--- config.mk ---
export PLATFORM = sky130hd
export DESIGN_NAME = bst_engine_top
export DESIGN_NICKNAME = d
export VERILOG_FILES = /design/src/bst_pkg.sv /design/src/bst_engine_top.sv /design/src/bst_walker.sv /design/src/bst_node_ram.sv /design/src/bst_slot_alloc.sv
export SDC_FILE = /design/constraint.sdc
export NUM_CORES = 1
export LEC_CHECK = 0
export BUFFER_PORTS_ARGS = -buffer_cell sky130_fd_sc_hd__buf_2
export CAP_MARGIN = 20
export CELL_PAD_IN_SITES_DETAIL_PLACEMENT = 1
export CELL_PAD_IN_SITES_GLOBAL_PLACEMENT = 2
export CORE_UTILIZATION = 45
export DETAILED_ROUTE_END_ITERATION = 10
export HOLD_SLACK_MARGIN = 0.06
export PLACE_DENSITY = 0.78
export SLEW_MARGIN = 20
export SYNTH_ARGS = -nofsm -noshare
export SYNTH_HDL_FRONTEND = slang
export SYNTH_SLANG_ARGS = --single-unit
--- constraint.sdc ---
create_clock -name aclk -period 5.2 [get_ports aclk]
set_input_delay 0.52 -clock aclk [delete_from_list [all_inputs] [get_ports aclk]]
set_output_delay 0.52 -clock aclk [all_outputs]
set_load 0.02 [all_outputs]
--- src/bst_pkg.sv ---
/*
 * Shared widths, node and command types, and walker states for the
 * binary search tree engine. Referenced by scoped names only.
 */

package bst_pkg;

    // --------------------------------------------------
    // Widths and capacity
    // --------------------------------------------------

    localparam int TOKEN_WIDTH   = 8;
    localparam int PAYLOAD_WIDTH = 32;
    localparam int NODE_COUNT    = 16;
    localparam int ADDR_WIDTH    = $clog2(NODE_COUNT);

    // Node address, one entry of the node memory
    typedef logic [ADDR_WIDTH-1:0] bst_addr_t;

    // Root always lives at the first slot the allocator hands out
    localparam bst_addr_t ROOT_ADDR = '0;

    // Completion status codes
    localparam logic STATUS_OK   = 1'b0;
    localparam logic STATUS_MISS = 1'b1;

    // --------------------------------------------------
    // Node and port payloads
    // --------------------------------------------------

    // One tree node as stored in memory, 50 bits
    typedef struct packed {
        logic [PAYLOAD_WIDTH-1:0] payload;
        bst_addr_t                left_addr;
        bst_addr_t                right_addr;
        logic [TOKEN_WIDTH-1:0]   token;
        logic                     has_left;
        logic                     has_right;
    } bst_node_t;

    // Request opcodes
    typedef enum logic [7:0] {
        CMD_INSERT = 8'd1,
        CMD_SEARCH = 8'd2
    } bst_cmd_e;

    // Command word on the request port, 48 bits
    typedef struct packed {
        bst_cmd_e                 cmd;
        logic [TOKEN_WIDTH-1:0]   token;
        logic [PAYLOAD_WIDTH-1:0] data;
    } bst_req_t;

    // Completion word, status 1 means the token was not found
    typedef struct packed {
        logic [PAYLOAD_WIDTH-1:0] data;
        logic                     status;
    } bst_cpl_t;

    // Walker FSM states
    typedef enum logic [3:0] {
        ST_IDLE       = 4'd0,
        ST_INSERT     = 4'd1,
        ST_FIND_PLACE = 4'd2,
        ST_SEARCH     = 4'd3,
        ST_COMPLETE   = 4'd4,
        ST_WR_NODE    = 4'd5,
        ST_RD_NODE    = 4'd6,
        ST_WAIT_NODE  = 4'd7
    } bst_state_e;

endpackage
--- src/bst_engine_top.sv ---
/*
 * Top level of the tree engine: walker, node memory and slot allocator.
 * Commands in on req, search results out on cpl.
 */

`timescale 1ns/1ps

module bst_engine_top (
    input  logic              aclk,
    input  logic              aresetn,
    // Request port
    input  logic              req_valid,
    output logic              req_ready,
    input  bst_pkg::bst_req_t req,
    // Completion port
    output logic              cpl_valid,
    input  logic              cpl_ready,
    output bst_pkg::bst_cpl_t cpl
);

    // --------------------------------------------------
    // Internal links
    // --------------------------------------------------

    // Allocator side
    logic               alloc_take;
    bst_pkg::bst_addr_t alloc_addr;
    logic               alloc_full;

    // Node memory side
    logic               ram_wr;
    logic               ram_rd;
    bst_pkg::bst_addr_t ram_addr;
    bst_pkg::bst_node_t ram_wdata;
    bst_pkg::bst_node_t ram_rdata;
    logic               ram_rvalid;

    // Command capture and tree walk
    bst_walker u_bst_walker (
        .aclk       (aclk),
        .aresetn    (aresetn),
        .req_valid  (req_valid),
        .req_ready  (req_ready),
        .req        (req),
        .cpl_valid  (cpl_valid),
        .cpl_ready  (cpl_ready),
        .cpl        (cpl),
        .alloc_take (alloc_take),
        .alloc_addr (alloc_addr),
        .alloc_full (alloc_full),
        .ram_wr     (ram_wr),
        .ram_rd     (ram_rd),
        .ram_addr   (ram_addr),
        .ram_wdata  (ram_wdata),
        .ram_rvalid (ram_rvalid),
        .ram_rdata  (ram_rdata)
    );

    // Node storage
    bst_node_ram u_bst_node_ram (
        .aclk       (aclk),
        .aresetn    (aresetn),
        .ram_wr     (ram_wr),
        .ram_rd     (ram_rd),
        .ram_addr   (ram_addr),
        .ram_wdata  (ram_wdata),
        .ram_rdata  (ram_rdata),
        .ram_rvalid (ram_rvalid)
    );

    // Free slot counter
    bst_slot_alloc u_bst_slot_alloc (
        .aclk       (aclk),
        .aresetn    (aresetn),
        .alloc_take (alloc_take),
        .alloc_addr (alloc_addr),
        .alloc_full (alloc_full)
    );

endmodule

--- src/bst_walker.sv ---
/*
 * Sequential tree walker. Accepts one command at a time, walks the tree
 * through the node memory and returns search results on the completion port.
 */

`timescale 1ns/1ps

module bst_walker (
    input  logic                       aclk,
    input  logic                       aresetn,
    // Request port
    input  logic                       req_valid,
    output logic                       req_ready,
    input  bst_pkg::bst_req_t          req,
    // Completion port
    output logic                       cpl_valid,
    input  logic                       cpl_ready,
    output bst_pkg::bst_cpl_t          cpl,
    // Slot allocator
    output logic                       alloc_take,
    input  bst_pkg::bst_addr_t         alloc_addr,
    input  logic                       alloc_full,
    // Node memory
    output logic                       ram_wr,
    output logic                       ram_rd,
    output bst_pkg::bst_addr_t         ram_addr,
    output bst_pkg::bst_node_t         ram_wdata,
    input  logic                       ram_rvalid,
    input  bst_pkg::bst_node_t         ram_rdata
);

    // Control state
    bst_pkg::bst_state_e state;
    // State to resume once a node access is done
    bst_pkg::bst_state_e ret_state;
    logic                tree_valid;
    // Parent already rewritten, leaf write pending
    logic                place_found;

    // Captured command and walk datapath
    logic [bst_pkg::TOKEN_WIDTH-1:0]   token_q;
    logic [bst_pkg::PAYLOAD_WIDTH-1:0] payload_q;
    bst_pkg::bst_addr_t                new_addr;
    bst_pkg::bst_addr_t                node_addr;
    bst_pkg::bst_node_t                wr_node;
    bst_pkg::bst_node_t                rd_node;
    bst_pkg::bst_cpl_t                 cpl_q;

    logic               req_fire;
    logic               insert_go;
    logic               search_go;
    logic               tok_eq;
    logic               tok_le;
    logic               child_valid;
    bst_pkg::bst_addr_t child_addr;
    bst_pkg::bst_node_t leaf_node;

    // --------------------------------------------------
    // Handshakes and node compare
    // --------------------------------------------------

    assign req_ready = (state == bst_pkg::ST_IDLE);
    assign req_fire  = req_valid && req_ready;
    // Full allocator drops the insert right at acceptance
    assign insert_go = req_fire && (req.cmd == bst_pkg::CMD_INSERT) && !alloc_full;
    assign search_go = req_fire && (req.cmd == bst_pkg::CMD_SEARCH);
    assign alloc_take = insert_go;

    assign cpl_valid = (state == bst_pkg::ST_COMPLETE);
    assign cpl       = cpl_q;

    assign ram_wr    = (state == bst_pkg::ST_WR_NODE);
    assign ram_rd    = (state == bst_pkg::ST_RD_NODE);
    assign ram_addr  = node_addr;
    assign ram_wdata = wr_node;

    // Less or equal goes left, shared by insert and search
    assign tok_eq      = (token_q == rd_node.token);
    assign tok_le      = (token_q <= rd_node.token);
    assign child_valid = tok_le ? rd_node.has_left : rd_node.has_right;
    assign child_addr  = tok_le ? rd_node.left_addr : rd_node.right_addr;

    // New leaf, no children yet
    assign leaf_node = '{
        payload:    payload_q,
        left_addr:  '0,
        right_addr: '0,
        token:      token_q,
        has_left:   1'b0,
        has_right:  1'b0
    };

    // --------------------------------------------------
    // Control FSM
    // --------------------------------------------------

    always_ff @(posedge aclk or negedge aresetn) begin
        if (!aresetn) begin
            state       <= bst_pkg::ST_IDLE;
            ret_state   <= bst_pkg::ST_IDLE;
            tree_valid  <= 1'b0;
            place_found <= 1'b0;
        end else begin
            case (state)
                bst_pkg::ST_IDLE: begin
                    if (insert_go) begin
                        state <= bst_pkg::ST_INSERT;
                    end
                    if (search_go) begin
                        // Empty tree answers at once
                        if (!tree_valid) begin
                            state <= bst_pkg::ST_COMPLETE;
                        end else begin
                            state     <= bst_pkg::ST_RD_NODE;
                            ret_state <= bst_pkg::ST_SEARCH;
                        end
                    end
                end
                bst_pkg::ST_INSERT: begin
                    // Leaf write: first node of the tree or after parent update
                    if (!tree_valid || place_found) begin
                        tree_valid  <= 1'b1;
                        place_found <= 1'b0;
                        state       <= bst_pkg::ST_WR_NODE;
                        ret_state   <= bst_pkg::ST_IDLE;
                    end else begin
                        state     <= bst_pkg::ST_RD_NODE;
                        ret_state <= bst_pkg::ST_FIND_PLACE;
                    end
                end
                bst_pkg::ST_FIND_PLACE: begin
                    if (child_valid) begin
                        state <= bst_pkg::ST_RD_NODE;
                    end else begin
                        // Empty child found, rewrite parent then come back
                        place_found <= 1'b1;
                        state       <= bst_pkg::ST_WR_NODE;
                        ret_state   <= bst_pkg::ST_INSERT;
                    end
                end
                bst_pkg::ST_SEARCH: begin
                    if (tok_eq || !child_valid) begin
                        state <= bst_pkg::ST_COMPLETE;
                    end else begin
                        state <= bst_pkg::ST_RD_NODE;
                    end
                end
                bst_pkg::ST_COMPLETE: begin
                    // Hold until the consumer takes it
                    if (cpl_ready) begin
                        state <= bst_pkg::ST_IDLE;
                    end
                end
                bst_pkg::ST_WR_NODE: begin
                    state <= ret_state;
                end
                bst_pkg::ST_RD_NODE: begin
                    state <= bst_pkg::ST_WAIT_NODE;
                end
                bst_pkg::ST_WAIT_NODE: begin
                    if (ram_rvalid) begin
                        state <= ret_state;
                    end
                end
                default: begin
                    state <= bst_pkg::ST_IDLE;
                end
            endcase
        end
    end

    // --------------------------------------------------
    // Datapath registers
    // --------------------------------------------------

    always_ff @(posedge aclk) begin
        case (state)
            bst_pkg::ST_IDLE: begin
                if (req_fire) begin
                    token_q   <= req.token;
                    payload_q <= req.data;
                    new_addr  <= alloc_addr;
                end
                // Preload a miss, kept when the tree is empty
                if (search_go) begin
                    node_addr    <= bst_pkg::ROOT_ADDR;
                    cpl_q.data   <= '0;
                    cpl_q.status <= bst_pkg::STATUS_MISS;
                end
            end
            bst_pkg::ST_INSERT: begin
                if (!tree_valid || place_found) begin
                    node_addr <= new_addr;
                    wr_node   <= leaf_node;
                end else begin
                    node_addr <= bst_pkg::ROOT_ADDR;
                end
            end
            bst_pkg::ST_FIND_PLACE: begin
                if (child_valid) begin
                    node_addr <= child_addr;
                end else begin
                    // Parent keeps its address, only the link changes
                    wr_node <= rd_node;
                    if (tok_le) begin
                        wr_node.left_addr <= new_addr;
                        wr_node.has_left  <= 1'b1;
                    end else begin
                        wr_node.right_addr <= new_addr;
                        wr_node.has_right  <= 1'b1;
                    end
                end
            end
            bst_pkg::ST_SEARCH: begin
                if (tok_eq) begin
                    cpl_q.data   <= rd_node.payload;
                    cpl_q.status <= bst_pkg::STATUS_OK;
                end else if (!child_valid) begin
                    cpl_q.data   <= '0;
                    cpl_q.status <= bst_pkg::STATUS_MISS;
                end else begin
                    node_addr <= child_addr;
                end
            end
            bst_pkg::ST_WAIT_NODE: begin
                if (ram_rvalid) begin
                    rd_node <= ram_rdata;
                end
            end
            default: begin
                // Nothing to load in the other states
            end
        endcase
    end

endmodule

--- src/bst_node_ram.sv ---
/*
 * Node storage for the tree. Writes land on the strobe edge,
 * reads return one cycle after the read strobe with ram_rvalid.
 */

`timescale 1ns/1ps

module bst_node_ram (
    input  logic               aclk,
    input  logic               aresetn,
    input  logic               ram_wr,
    input  logic               ram_rd,
    input  bst_pkg::bst_addr_t ram_addr,
    input  bst_pkg::bst_node_t ram_wdata,
    output bst_pkg::bst_node_t ram_rdata,
    output logic               ram_rvalid
);

    // Register array, one entry per node slot
    bst_pkg::bst_node_t mem [bst_pkg::NODE_COUNT];

    // Write port and registered read data
    always_ff @(posedge aclk) begin
        if (ram_wr) begin
            mem[ram_addr] <= ram_wdata;
        end
        if (ram_rd) begin
            ram_rdata <= mem[ram_addr];
        end
    end

    // Read valid follows the strobe by one cycle
    always_ff @(posedge aclk or negedge aresetn) begin
        if (!aresetn) begin
            ram_rvalid <= 1'b0;
        end else begin
            ram_rvalid <= ram_rd;
        end
    end

endmodule

--- src/bst_slot_alloc.sv ---
/*
 * Hands out node slots in increasing order, no freeing.
 * Reports full once every slot is taken.
 */

`timescale 1ns/1ps

module bst_slot_alloc (
    input  logic               aclk,
    input  logic               aresetn,
    input  logic               alloc_take,
    output bst_pkg::bst_addr_t alloc_addr,
    output logic               alloc_full
);

    // Used slots, one bit wider than an address to reach NODE_COUNT
    logic [bst_pkg::ADDR_WIDTH:0] used_cnt;

    always_ff @(posedge aclk or negedge aresetn) begin
        if (!aresetn) begin
            used_cnt <= '0;
        end else if (alloc_take && !alloc_full) begin
            used_cnt <= used_cnt + 1'b1;
        end
    end

    // Next free slot is the count itself
    assign alloc_addr = used_cnt[bst_pkg::ADDR_WIDTH-1:0];
    assign alloc_full = (used_cnt == (bst_pkg::ADDR_WIDTH+1)'(bst_pkg::NODE_COUNT));

endmodule

-- Yosys cells after proc, flatten, opt, wreduce, memory -nomap -nowiden
Memories as Yosys holds them, arrays and structs flattened. A register that Yosys moved wholly into a read port is not among the register bits.
Cells that the tools add are included.
- add/subtract/negate cells: 1
- order comparisons: 1
- equal/unequal tests: 20
- muxes and demuxes: 37
- reduce and logical (&&, ||, !) cells: 23
- operators by type and width (kind ; count):
    50-bit 2-to-1 mux ; 2
    50-bit case mux with 2 select lines ; 1
    33-bit 2-to-1 mux ; 3
    33-bit case mux with 2 select lines ; 1
    4-bit 2-to-1 mux ; 14
    4-bit case mux with 8 select lines ; 1
    4-bit by 3-bit == test with 1-bit output, second input constant ; 4
    4-bit case mux with 4 select lines ; 1
    4-bit case mux with 3 select lines ; 1
    3-bit AND reduction ; 4
    2-bit 2-to-1 mux ; 5
    4-bit by 2-bit == test with 1-bit output, second input constant ; 2
    8-bit by 1-bit == test with 1-bit output, second input constant ; 1
    8-bit by 2-bit == test with 1-bit output, second input constant ; 1
    8-bit == test ; 1
    8-bit less-or-equal comparator ; 1
    2-bit inequality test, second input constant ; 4
    1-bit 2-to-1 mux ; 7
    2-bit by 1-bit inequality test with 1-bit output, second input constant ; 3
    3-bit by 2-bit inequality test with 1-bit output, second input constant ; 2
    2-bit AND reduction ; 3
    5-bit by 1-bit adder with 5-bit output, second input constant ; 1
    5-bit == test, second input constant ; 1
    1-bit logical AND ; 5
    9 further kinds ; 13
- register bits: 197
- bits in writable memories: 800
- bits of input ports: 52
- output and inout port bits: 35
- word-level logic and storage cells: 107
- memories: 1
- memories (memory ; words ; bits a word ; rd ports ; clocked after memory_dff ; wr ports ; RTL line ; text):
    u_bst_node_ram.mem ; 16 ; 50 ; 1 ; 1 ; 1 ; bst_node_ram.sv:20 ; bst_pkg::bst_node_t mem [bst_pkg::NODE_COUNT];

-- Logic depth before layout (Yosys ltp)
Gate-level depths: netlist of run 1.
- depth after elaboration: 7
- mapped depth: 9

-- Modules after synthesis
From an unflattened synthesis of run 1, not the netlist that was laid out.
- cells, all modules: 1802
- area, all modules: 39003.7 µm²
- modules (own cells, without submodules) (module ; instances ; cells an instance ; area each (µm²) ; sequential area each (µm²)):
    bst_node_ram ; 1 ; 1297 ; 31521.5 ; 25549.5
    bst_walker ; 1 ; 481 ; 7194.4 ; 5610.4
    bst_slot_alloc ; 1 ; 24 ; 287.8 ; 125.1

-- Least setup slack after synthesis of run 1
Ideal clock, no wire load.
- path kind: reg-to-reg
- from: reg u_bst_walker.node_addr[1], in the netlist u_bst_walker.ram_addr[1]
- to: mem u_bst_node_ram.mem[0][0] in the netlist's numbering (enable)
- library setup time: 0.519 ns
- arrival time: 4.699 ns
- data required time: 4.681 ns
- slack: -0.018 ns
- cell stages (with the launch flop): 6
- buffers on the path: 3
- clock period less this slack: 5.218 ns
- path through: edfxtp_1 -> buf_2 -> buf_2 -> clkbuf_1 -> or3_1 -> nor3_1
- RTL lines (item ; RTL line ; text):
    from (decl) ; bst_walker.sv:44 ; bst_pkg::bst_addr_t node_addr;
    from (signal assigned) ; bst_walker.sv:186 ; node_addr <= bst_pkg::ROOT_ADDR;
    from (signal assigned) ; bst_walker.sv:193 ; node_addr <= new_addr;
    from (signal assigned) ; bst_walker.sv:196 ; node_addr <= bst_pkg::ROOT_ADDR;
    to (decl) ; bst_node_ram.sv:20 ;
No word-level cell before the write port.

==> results.cfg, run 1 <==
[status]
outcome = finished clean

[setup_path]
slowest_delay_ns = 0.66
worstPathMaxFanout = 33
worstSetupPathType = flop to flop
required_ns = 5.59
crit_path_end_kind = flop
startpoint_type = flop
cp_data_arrival_time_ns = 3.63
worst_path_most_repeated_cell = buf_4
critPathSlowestCell = buf_4
crit_chain = buf_4 -> buf_4 -> mux4_1 -> mux4_2

[logic_synthesis]
ys_types = 49
async_reset_ff_frac = 0.0125
ys_warn_count = 0
synth_commonest_cells = edfxtp_1, mux4_2, nand2_1
syn_area_per_cell_um2 = 23.2
syn_area_um2 = 39200
yosysMostFrequentCell = edfxtp_1
synthTopCellsByArea = edfxtp_1, mux4_2, mux4_1, nand2_1, dfrtp_1
synth_seq_cells = 1044
synth_flop_cell = edfxtp_1
synth_cells = 1687
synth_edf_count = 1031
synth-seq-area-share = 0.799
yosysTopAreaCellShare = 0.791
yosysTopAreaCell = edfxtp_1
mappedNetlistNets = 1749

[clock_tree]
clock-sinks = 1044
path_clk_slew_ns = 0.06
post_cts_buffers = 0
root_buffer = clkbuf_16
cts_tree = done
cts_buffers = 102
cts_htree_levels = 3
clkLatencyLatePin_ns = 0.67
clock_path_buffers = 3

[timing]
skew_ns = 0.0230
whs_ns = 0.234
hold_viol = 0
slew_headroom = 0.235
min_period_ns = 3.24
fin_crit_sh = 0.623
worst_pin_slew_ns = 1.15
slew_viol_final = 0
worst_slack_ns = 1.96
setup_violations = 0
rsz0062_at_grt = no
fmax_mhz = 309
fin_tns_setup_ns = 0

[power]
power_density_nw_per_um2 = 501
irDropWorstVdd_v = 0.000435
p_leak_nw = 14.4

[placement]
dp_hpwl_um = 47300
gp_congestion = 0.753
dp_slack_ns = 1.96
dpl.cell_count = 2888
io_buffer_count = 86

[drt]
drt_iter0_markers = 1824
drc = 0
drtAntennaViolNets = 0
via_per_inst = 5.75
wl_per_cell_um = 28.7
firstDrtPassIters = 5
vias = 17900
wirelength_um = 89400

[finish]
nFillCells = 7455
drive_gt1_frac = 0.272
seqCellArea_um2 = 31300
finalNonFillerCells = 3114
insertedDiodeCount = 0
synthToLayoutAreaGrowth_pct = 14.4
fin_nets = 1953
multi_input_area_um2 = 7500

[grt]
grt_pass1_vias = 19300
antenna_found_initial = 2
grtUsageTotal = 0.205
grt_max_degree = 161
grt_pass1_wl_um = 131000
overflow = 0

[floorplan]
coreArea_um2 = 85700
die_y_um = 297
initial_core_util = 0.457
die-area_um2 = 88200
std_cell_rows = 107
io_pins = 87
die_x_um = 297

[hold_path]
hold_class = input pin to flop

[job]
maxCapViolCount = 0
## report_power, final
group          internal (mW)  total (mW)  leakage (nW)  switching [mW]
sequential              10.4        11.0          9.47           0.537
clock                   3.95        7.08          1.54            3.13
combinational           2.03        4.38          3.36            2.35
total                   16.4        22.4          14.4            6.02
## cell usage in the layout, fill, tap and decap left out, types with 3 or more instances in the layout
cell / netlist / final
edfxtp_1: 1031 / 1031
mux4_2: 225 / 225
nand2_1: 127 / 127
clkbuf_16: 0 / 102
buf_2: 12 / 86
dlygate4sd3_1: 0 / 41
buf_4: 0 / 37
and2_1: 35 / 34
mux4_1: 25 / 25
clkinv_1: 0 / 22
nor2_1: 36 / 21
clkinv_2: 0 / 21
clkbuf_1: 42 / 16
nor2_4: 0 / 15
o21ai_1: 14 / 14
mux2i_1: 13 / 13
dfrtp_1: 13 / 13
inv_1: 13 / 12
ha_1: 10 / 10
buf_12: 4 / 10
a21oi_1: 7 / 7
clkinvlp_4: 0 / 7
bufinv_16: 0 / 7
nor2b_1: 6 / 6
nand4_1: 5 / 5
nand2b_1: 4 / 4
o21ai_0: 4 / 4
xnor2_1: 4 / 4
inv_6: 0 / 4
inv_2: 2 / 3
nor3_2: 0 / 3
clkinv_8: 0 / 3
## worst max-delay path, delay by kind of cell (launching register included)
family | cells | cell delay [ns]
buffers and inverters | 2 | 1.24
flip-flops | 1 | 0.47
multiplexers | 2 | 1.13
## kinds of logic after synthesis
| group | share of synthesized area |
|---|---|
| DFF | 0.799 |
| muxes | 0.149 |
| and+or+nand+nor | 0.0271 |
| buffers and inverters | 0.0137 |
| AOI/OAI and AO/OA | 0.00681 |
| adders and majority gates | 0.00319 |
| xor gates and xnor gates | 0.000894 |
## timing repair
action / in CTS / in global routing
hold buffers: 41 / 0
hold endpoints to repair: 53 / 0
gates resized for setup: 0 / 0
## area by class of cell
type                    count  area share
well taps                1144      0.0320
inverters                  15     0.00126
clock buffers             118      0.0583
clock inverters            65      0.0124
repair buffers            176      0.0303
flip-flops and latches   1044       0.698
multi-input cells         552       0.167
## path summary, 6_finish.rpt
path	slack, ns	startpoint	to	depth (start not counted)
setup / recovery	1.96	u_bst_walker.ram_addr[0]	u_bst_node_ram.ram_rdata[19]	4
hold / removal	0.23	req[41]	u_bst_walker.state[0]	4
setup reg to reg	1.96	u_bst_walker.ram_addr[0]	u_bst_node_ram.ram_rdata[19]	4
hold reg to reg	0.41	u_bst_node_ram.ram_rdata[25]	u_bst_walker.rd_node[25]	0
max in group asynchronous	4.61	aresetn	u_bst_walker.ret_state[1]	2
min in group asynchronous	0.32	aresetn	u_bst_node_ram.ram_rvalid	2
## layer usage
metal / track usage / share of wire
met1: 0.279 / 0.41
met2: 0.349 / 0.51
met3: 0.0297 / 0.059
met4: 0.0504 / 0.016
met5: 0 / 0
## sequential cells by signal (all words and copies together), names as in the netlist, 5 cells and up
| signal | flops |
|---|---|
| u_bst_slot_alloc.used_cnt | 5 |
| u_bst_walker.payload_q | 32 |
| u_bst_walker.rd_node | 50 |
| u_bst_walker.cpl | 33 |
| u_bst_walker.ram_wdata | 50 |
| u_bst_node_ram.ram_rdata | 50 |
| u_bst_walker.token_q | 8 |
| u_bst_node_ram.mem | 800 |
## metrics by stage
step | cell area [um2] | utilization | total power, mW
3_3_place_gp | 41200 | 0.481 | 15.4
4_1_cts | 44800 | 0.522 | 22.6
6_report | 44800 | 0.523 | 22.4
3_5_place_dp | 41200 | 0.481 | 15.6
2_1_floorplan | 39200 | - | 14.2
5_1_grt | 44800 | 0.523 | 23.2
Note: power is estimated with default switching activity, not from simulation.
==> inputs of run 2 (changes only) <==
==> constraint.sdc (replaced) <==
create_clock -name aclk -period 2.86 [get_ports aclk]
set_input_delay 0.286 -clock aclk [delete_from_list [all_inputs] [get_ports aclk]]
set_output_delay 0.286 -clock aclk [all_outputs]
set_load 0.02 [all_outputs]
==> run 2 against run 1 <==
  * Die area stayed put
  * Total power grew 89%
  * Sequential power up 81%
==> results.cfg, run 2 (synthesis gave the netlist of run 1 again) <==
[placement]
dp_hpwl_um = 48000
dpl.cell_count = 2923
io_buffer_count = 86
gp_congestion = 0.770
place_area_um2 = 41900

[timing]
rsz0062_at_grt = yes
slew_viol_final = 0
setup_violations = 0
fin_tns_setup_ns = 0
skew_ns = 0.0231
min_period_ns = 2.67
slew_headroom = 0.538
fin_crit_sh = 0.934
fmax_mhz = 374
whs_ns = 0.110
hold_viol = 0
worst_pin_slew_ns = 0.690

[drt]
firstDrtPassIters = 5
wirelength_um = 89100
drc = 0
via_per_inst = 5.66
vias = 17900
wl_per_cell_um = 28.2
drtAntennaViolNets = 0
drt_iter0_markers = 1611

[clock_tree]
post_cts_buffers = 0
cts_tree = done
clock-sinks = 1044
clkLatencyLatePin_ns = 0.67
cts_htree_levels = 3
root_buffer = clkbuf_16
clock_path_buffers = 3
path_clk_slew_ns = 0.06
cts_buffers = 103

[finish]
synthToLayoutAreaGrowth_pct = 17.1
drive_gt1_frac = 0.285
design_area_um2 = 45800
largest_register = u_bst_node_ram.mem
fin_nets = 1992
largest_reg_flops = 800
layout_common_cells = edfxtp_1, mux4_2, nand2_1
finalNonFillerCells = 3158
insertedDiodeCount = 0
final_common_cell = edfxtp_1

[grt]
antenna_found_initial = 1
grt_pass1_wl_um = 130000
grt_pass1_vias = 19200
grt_max_degree = 51
overflow = 0
grtUsageTotal = 0.203

[floorplan]
initial_core_util = 0.457
io_pins = 87
die_x_um = 297
die-area_um2 = 88200
coreArea_um2 = 85700
std_cell_rows = 107
die_y_um = 297

[setup_path]
worstSetupPathType = flop to flop
r2r_start = u_bst_walker.token_q[5]
startpoint_type = flop
cp_data_arrival_time_ns = 3.03
reg2reg_slack_ns = 0.19
worstPathMaxFanout = 50
required_ns = 3.21
timing.rr.end = u_bst_walker.ram_wdata[32]
r2r_cells = 7
crit_path_end_kind = flop

[status]
outcome = finished clean

[power]
p_total_mw = 42.3
p_leak_nw = 14.8
power_density_nw_per_um2 = 923
irDropWorstVdd_v = 0.000637

[job]
maxCapViolCount = 0

[hold_path]
hold_end = u_bst_walker.state[0]
min_from = req[42]
hold_class = input pin to flop
min_delay_path_depth = 5
[run 2: worst max path at each step]
stage | cells past startpoint | startpoint | slack (ns) | to
after detailed placement | 9 | u_bst_walker.rd_node[3] | 0.22 | u_bst_walker.cpl[7]
after global placement | 9 | u_bst_walker.rd_node[3] | 0.26 | u_bst_walker.cpl[7]
final | 7 | u_bst_walker.token_q[5] | 0.19 | u_bst_walker.ram_wdata[32]
after global routing | 9 | u_bst_walker.rd_node[8] | -0.003 | u_bst_walker.ram_wdata[34]
after CTS | 8 | u_bst_walker.token_q[5] | 0.18 | u_bst_walker.ram_wdata[34]
after floorplan | 3 | u_bst_walker.ram_addr[2] | -0.76 | u_bst_node_ram.mem[5][0]
[run 2: power breakdown]
group / switching, mW / leakage, nW / total, mW / internal [mW]
clock: 5.68 / 1.68 / 13.9 / 8.19
combinational: 4.49 / 3.66 / 8.54 / 4.05
sequential: 0.931 / 9.47 / 19.9 / 19.0
total: 11.1 / 14.8 / 42.3 / 31.2
[run 2: layer usage]
layer | global-route usage | vias up | share of wire
met5 | 0 | - | 0
met4 | 0.0519 | 0 | 0.018
met3 | 0.0276 | 110 | 0.056
met2 | 0.355 | 578 | 0.52
met1 | 0.270 | 9670 | 0.41
li1 | - | 7525 | -
[run 2: repair_timing]
| item | 4_1_cts | 5_1_grt |
|---|---|---|
| endpoints found under the hold margin | 55 | 0 |
| hold buffers | 46 | 0 |
| setup endpoints to repair | 0 | 3 |
| gates resized for setup | 0 | 0 |
[run 2: stage by stage]
stage,utilization,setup WS (ns)
2_1_floorplan,-,-0.764
3_3_place_gp,0.489,0.264
3_5_place_dp,0.489,0.222
4_1_cts,0.535,0.183
5_1_grt,0.535,-0.00267
6_report,0.535,0.188
[run 2: critical path, stage by stage (launching register included)]
cell	delay, ns
edfxtp_1	0.40
ha_1	0.33
nand4_1	0.28
nor3_1	0.26
mux2i_1	0.17
a31oi_1	0.40
clkinvlp_4	0.19
buf_12	0.26
[run 2: layout make-up]
class / count / area [um2]
tap: 1144 / 1430
clock inverter: 58 / 718
clock buffer: 131 / 2760
sequential: 1044 / 31300
inverter: 15 / 60.1
multi-input combinational: 552 / 7530
fill: 7401 / 39800
timing repair buffer: 214 / 2070
==> inputs of run 3 (changes only) <==
==> constraint.sdc (replaced) <==
create_clock -name aclk -period 2.45 [get_ports aclk]
set_input_delay 0.245 -clock aclk [delete_from_list [all_inputs] [get_ports aclk]]
set_output_delay 0.245 -clock aclk [all_outputs]
set_load 0.02 [all_outputs]
==> run 3 against run 2 <==
  * The flow now finishes with violations (negative setup slack)
  * Non-clock buffer count up 52
  * Routed wire length up 5.4%
  * Fmax up 2.5%
==> results.cfg, run 3 (synthesis gave the netlist of run 1 again) <==
[status]
outcome = complete, but fails checks
violations = negative setup slack

[timing]
fin_crit_sh = 1.06
min_period_ns = 2.61
hold_viol = 0
worst_pin_slew_ns = 0.675
setup_violations = 83
slew_headroom = 0.549
fmax_mhz = 383
rsz0062_at_grt = yes
slew_viol_final = 0
worst_slack_ns = -0.158
skew_ns = 0.0296

[floorplan]
die-area_um2 = 88200
std_cell_rows = 107
initial_core_util = 0.457
die_x_um = 297
die_y_um = 297
io_pins = 87
coreArea_um2 = 85700

[setup_path]
worstPathMaxFanout = 20
reg2reg_slack_ns = -0.16
cp_data_arrival_time_ns = 3.01
path_buf_inv = 5
crit_path_end_kind = flop
critPathSlowestCell = edfxtp_1
crit_chain = ha_4 -> a211oi_4 -> buf_4 -> nor2_2 -> nor3b_2 -> mux2i_2 -> buf_4 -> a31oi_4 -> clkinvlp_4 -> buf_12 -> buf_12
worstSetupPathType = flop to flop
startpoint_type = flop
required_ns = 2.85
cp_top_family = buffers and inverters
slowest_delay_ns = 0.43

[power]
power_density_nw_per_um2 = 1080
clkPwrFrac = 0.319
irDropWorstVdd_v = 0.000617
p_int_mw = 36.9
pwr-share-comb = 0.217
p_leak_nw = 15.2
power.share.switching = 0.266
power.switching_mw = 13.4
power_frac_seq = 0.464

[drt]
vias = 18400
wirelength_um = 93900
drc = 0
drt_iter0_markers = 1599
via_per_inst = 5.71
wl_per_cell_um = 29.2
firstDrtPassIters = 5
drtAntennaViolNets = 0

[clock_tree]
path_clk_slew_ns = 0.06
clkLatencyLatePin_ns = 0.68
cts_tree = done
cts_htree_levels = 3
clock_path_buffers = 3
root_buffer = clkbuf_16
cts_buffers = 103
clock-sinks = 1044

[finish]
synthToLayoutAreaGrowth_pct = 19.1
largest_reg_flops = 800
drive_gt1_frac = 0.307
insertedDiodeCount = 0
largest_register = u_bst_node_ram.mem
final_common_cell = edfxtp_1
fin_nets = 2044
layout_common_cells = edfxtp_1, mux4_2, nand2_1
utilization = 0.544
design_area_um2 = 46600

[grt]
overflow = 0
grt_pass1_wl_um = 136000
antenna_found_initial = 1
grt_max_degree = 58
grtUsageTotal = 0.214
grt_pass1_vias = 19900

[job]
maxCapViolCount = 0

[placement]
gp_congestion = 0.780
place_area_um2 = 42400
dp_hpwl_um = 50900
io_buffer_count = 86

[hold_path]
hold_class = input pin to flop
run 3: cell count changes in the layout (fill, tap and decap cells not counted), sizes merged:
| cell | before | now |
|---|---|---|
| buf | 168 | 214 |
| inv | 19 | 17 |
| dlygate4sd3 | 46 | 49 |
| clkinvlp | 7 | 4 |
| bufinv | 15 | 14 |
| clkinv | 32 | 48 |
| clkbuf | 131 | 129 |
run 3: metal layers:
layer  GRT usage  vias to the layer above  routed length, um
li1            -                     7630                  -
met1       0.278                    10000              37600
met2       0.379                      601              49400
met3      0.0288                      129               4710
met4      0.0614                        0               2190
met5           0                        -                  0
run 3: area by class of cell:
class	count	area [um2]
Fill cell	7340	39000
Sequential cell	1044	31300
Multi-Input combinational cell	552	7620
Timing Repair Buffer	266	2830
Clock buffer	126	2710
Tap cell	1144	1430
Clock inverter	68	723
Inverter	15	60.1
run 3: through the flow:
stage | hold WS [ns] | cells | power [mW] | worst slack (ns) | TNS, ns
after floorplan | -0.0506 | 1687 | 30.3 | -0.446 | -141.63
after global placement | 0.151 | 2953 | 33.7 | -0.0868 | -4.36
after detailed placement | 0.165 | 2953 | 34.1 | -0.166 | -8.51
after CTS | 0.0798 | 3207 | 50.5 | 0.00306 | 0
after global routing | 0.140 | 3215 | 52.0 | -0.240 | -14.95
final | 0.107 | 3215 | 50.3 | -0.158 | -7.68
run 3: power groups by stage:
stage                     clock, mW  sequential [mW]  combinational, mW
after floorplan                   0             23.3               7.00
after global placement            0             23.5               10.2
after detailed placement          0             23.7               10.5
after CTS                      16.3             23.3               10.8
after global routing           16.9             23.5               11.5
final                          16.0             23.3               10.9
run 3: worst min-delay path: cells and delay by family:
kind	cells	cell delay, ns
and+or+nand+nor	3	0.32
buffers and inverters	1	0.08
AOI/OAI and AO/OA	1	0.08
run 3: timing repair:
action	4_1_cts	5_1_grt
gates resized for setup	13	7
hold buffers	49	0
hold endpoints to repair	55	0
pin swaps	4	5
cloned	2	3
setup endpoints to repair	83	91
setup buffers	9	5
run 3: worst paths after layout:
check / cells past startpoint / to / startpoint
setup / recovery: 11 / u_bst_walker.ram_wdata[35] / u_bst_walker.token_q[5]
hold / removal: 5 / u_bst_walker.state[0] / req[46]
setup reg to reg: 11 / u_bst_walker.ram_wdata[35] / u_bst_walker.token_q[5]
hold reg to reg: 0 / u_bst_walker.rd_node[17] / u_bst_node_ram.ram_rdata[17]
max in group asynchronous: 3 / u_bst_walker.tree_valid / aresetn
min in group asynchronous: 3 / u_bst_walker.state[2] / aresetn
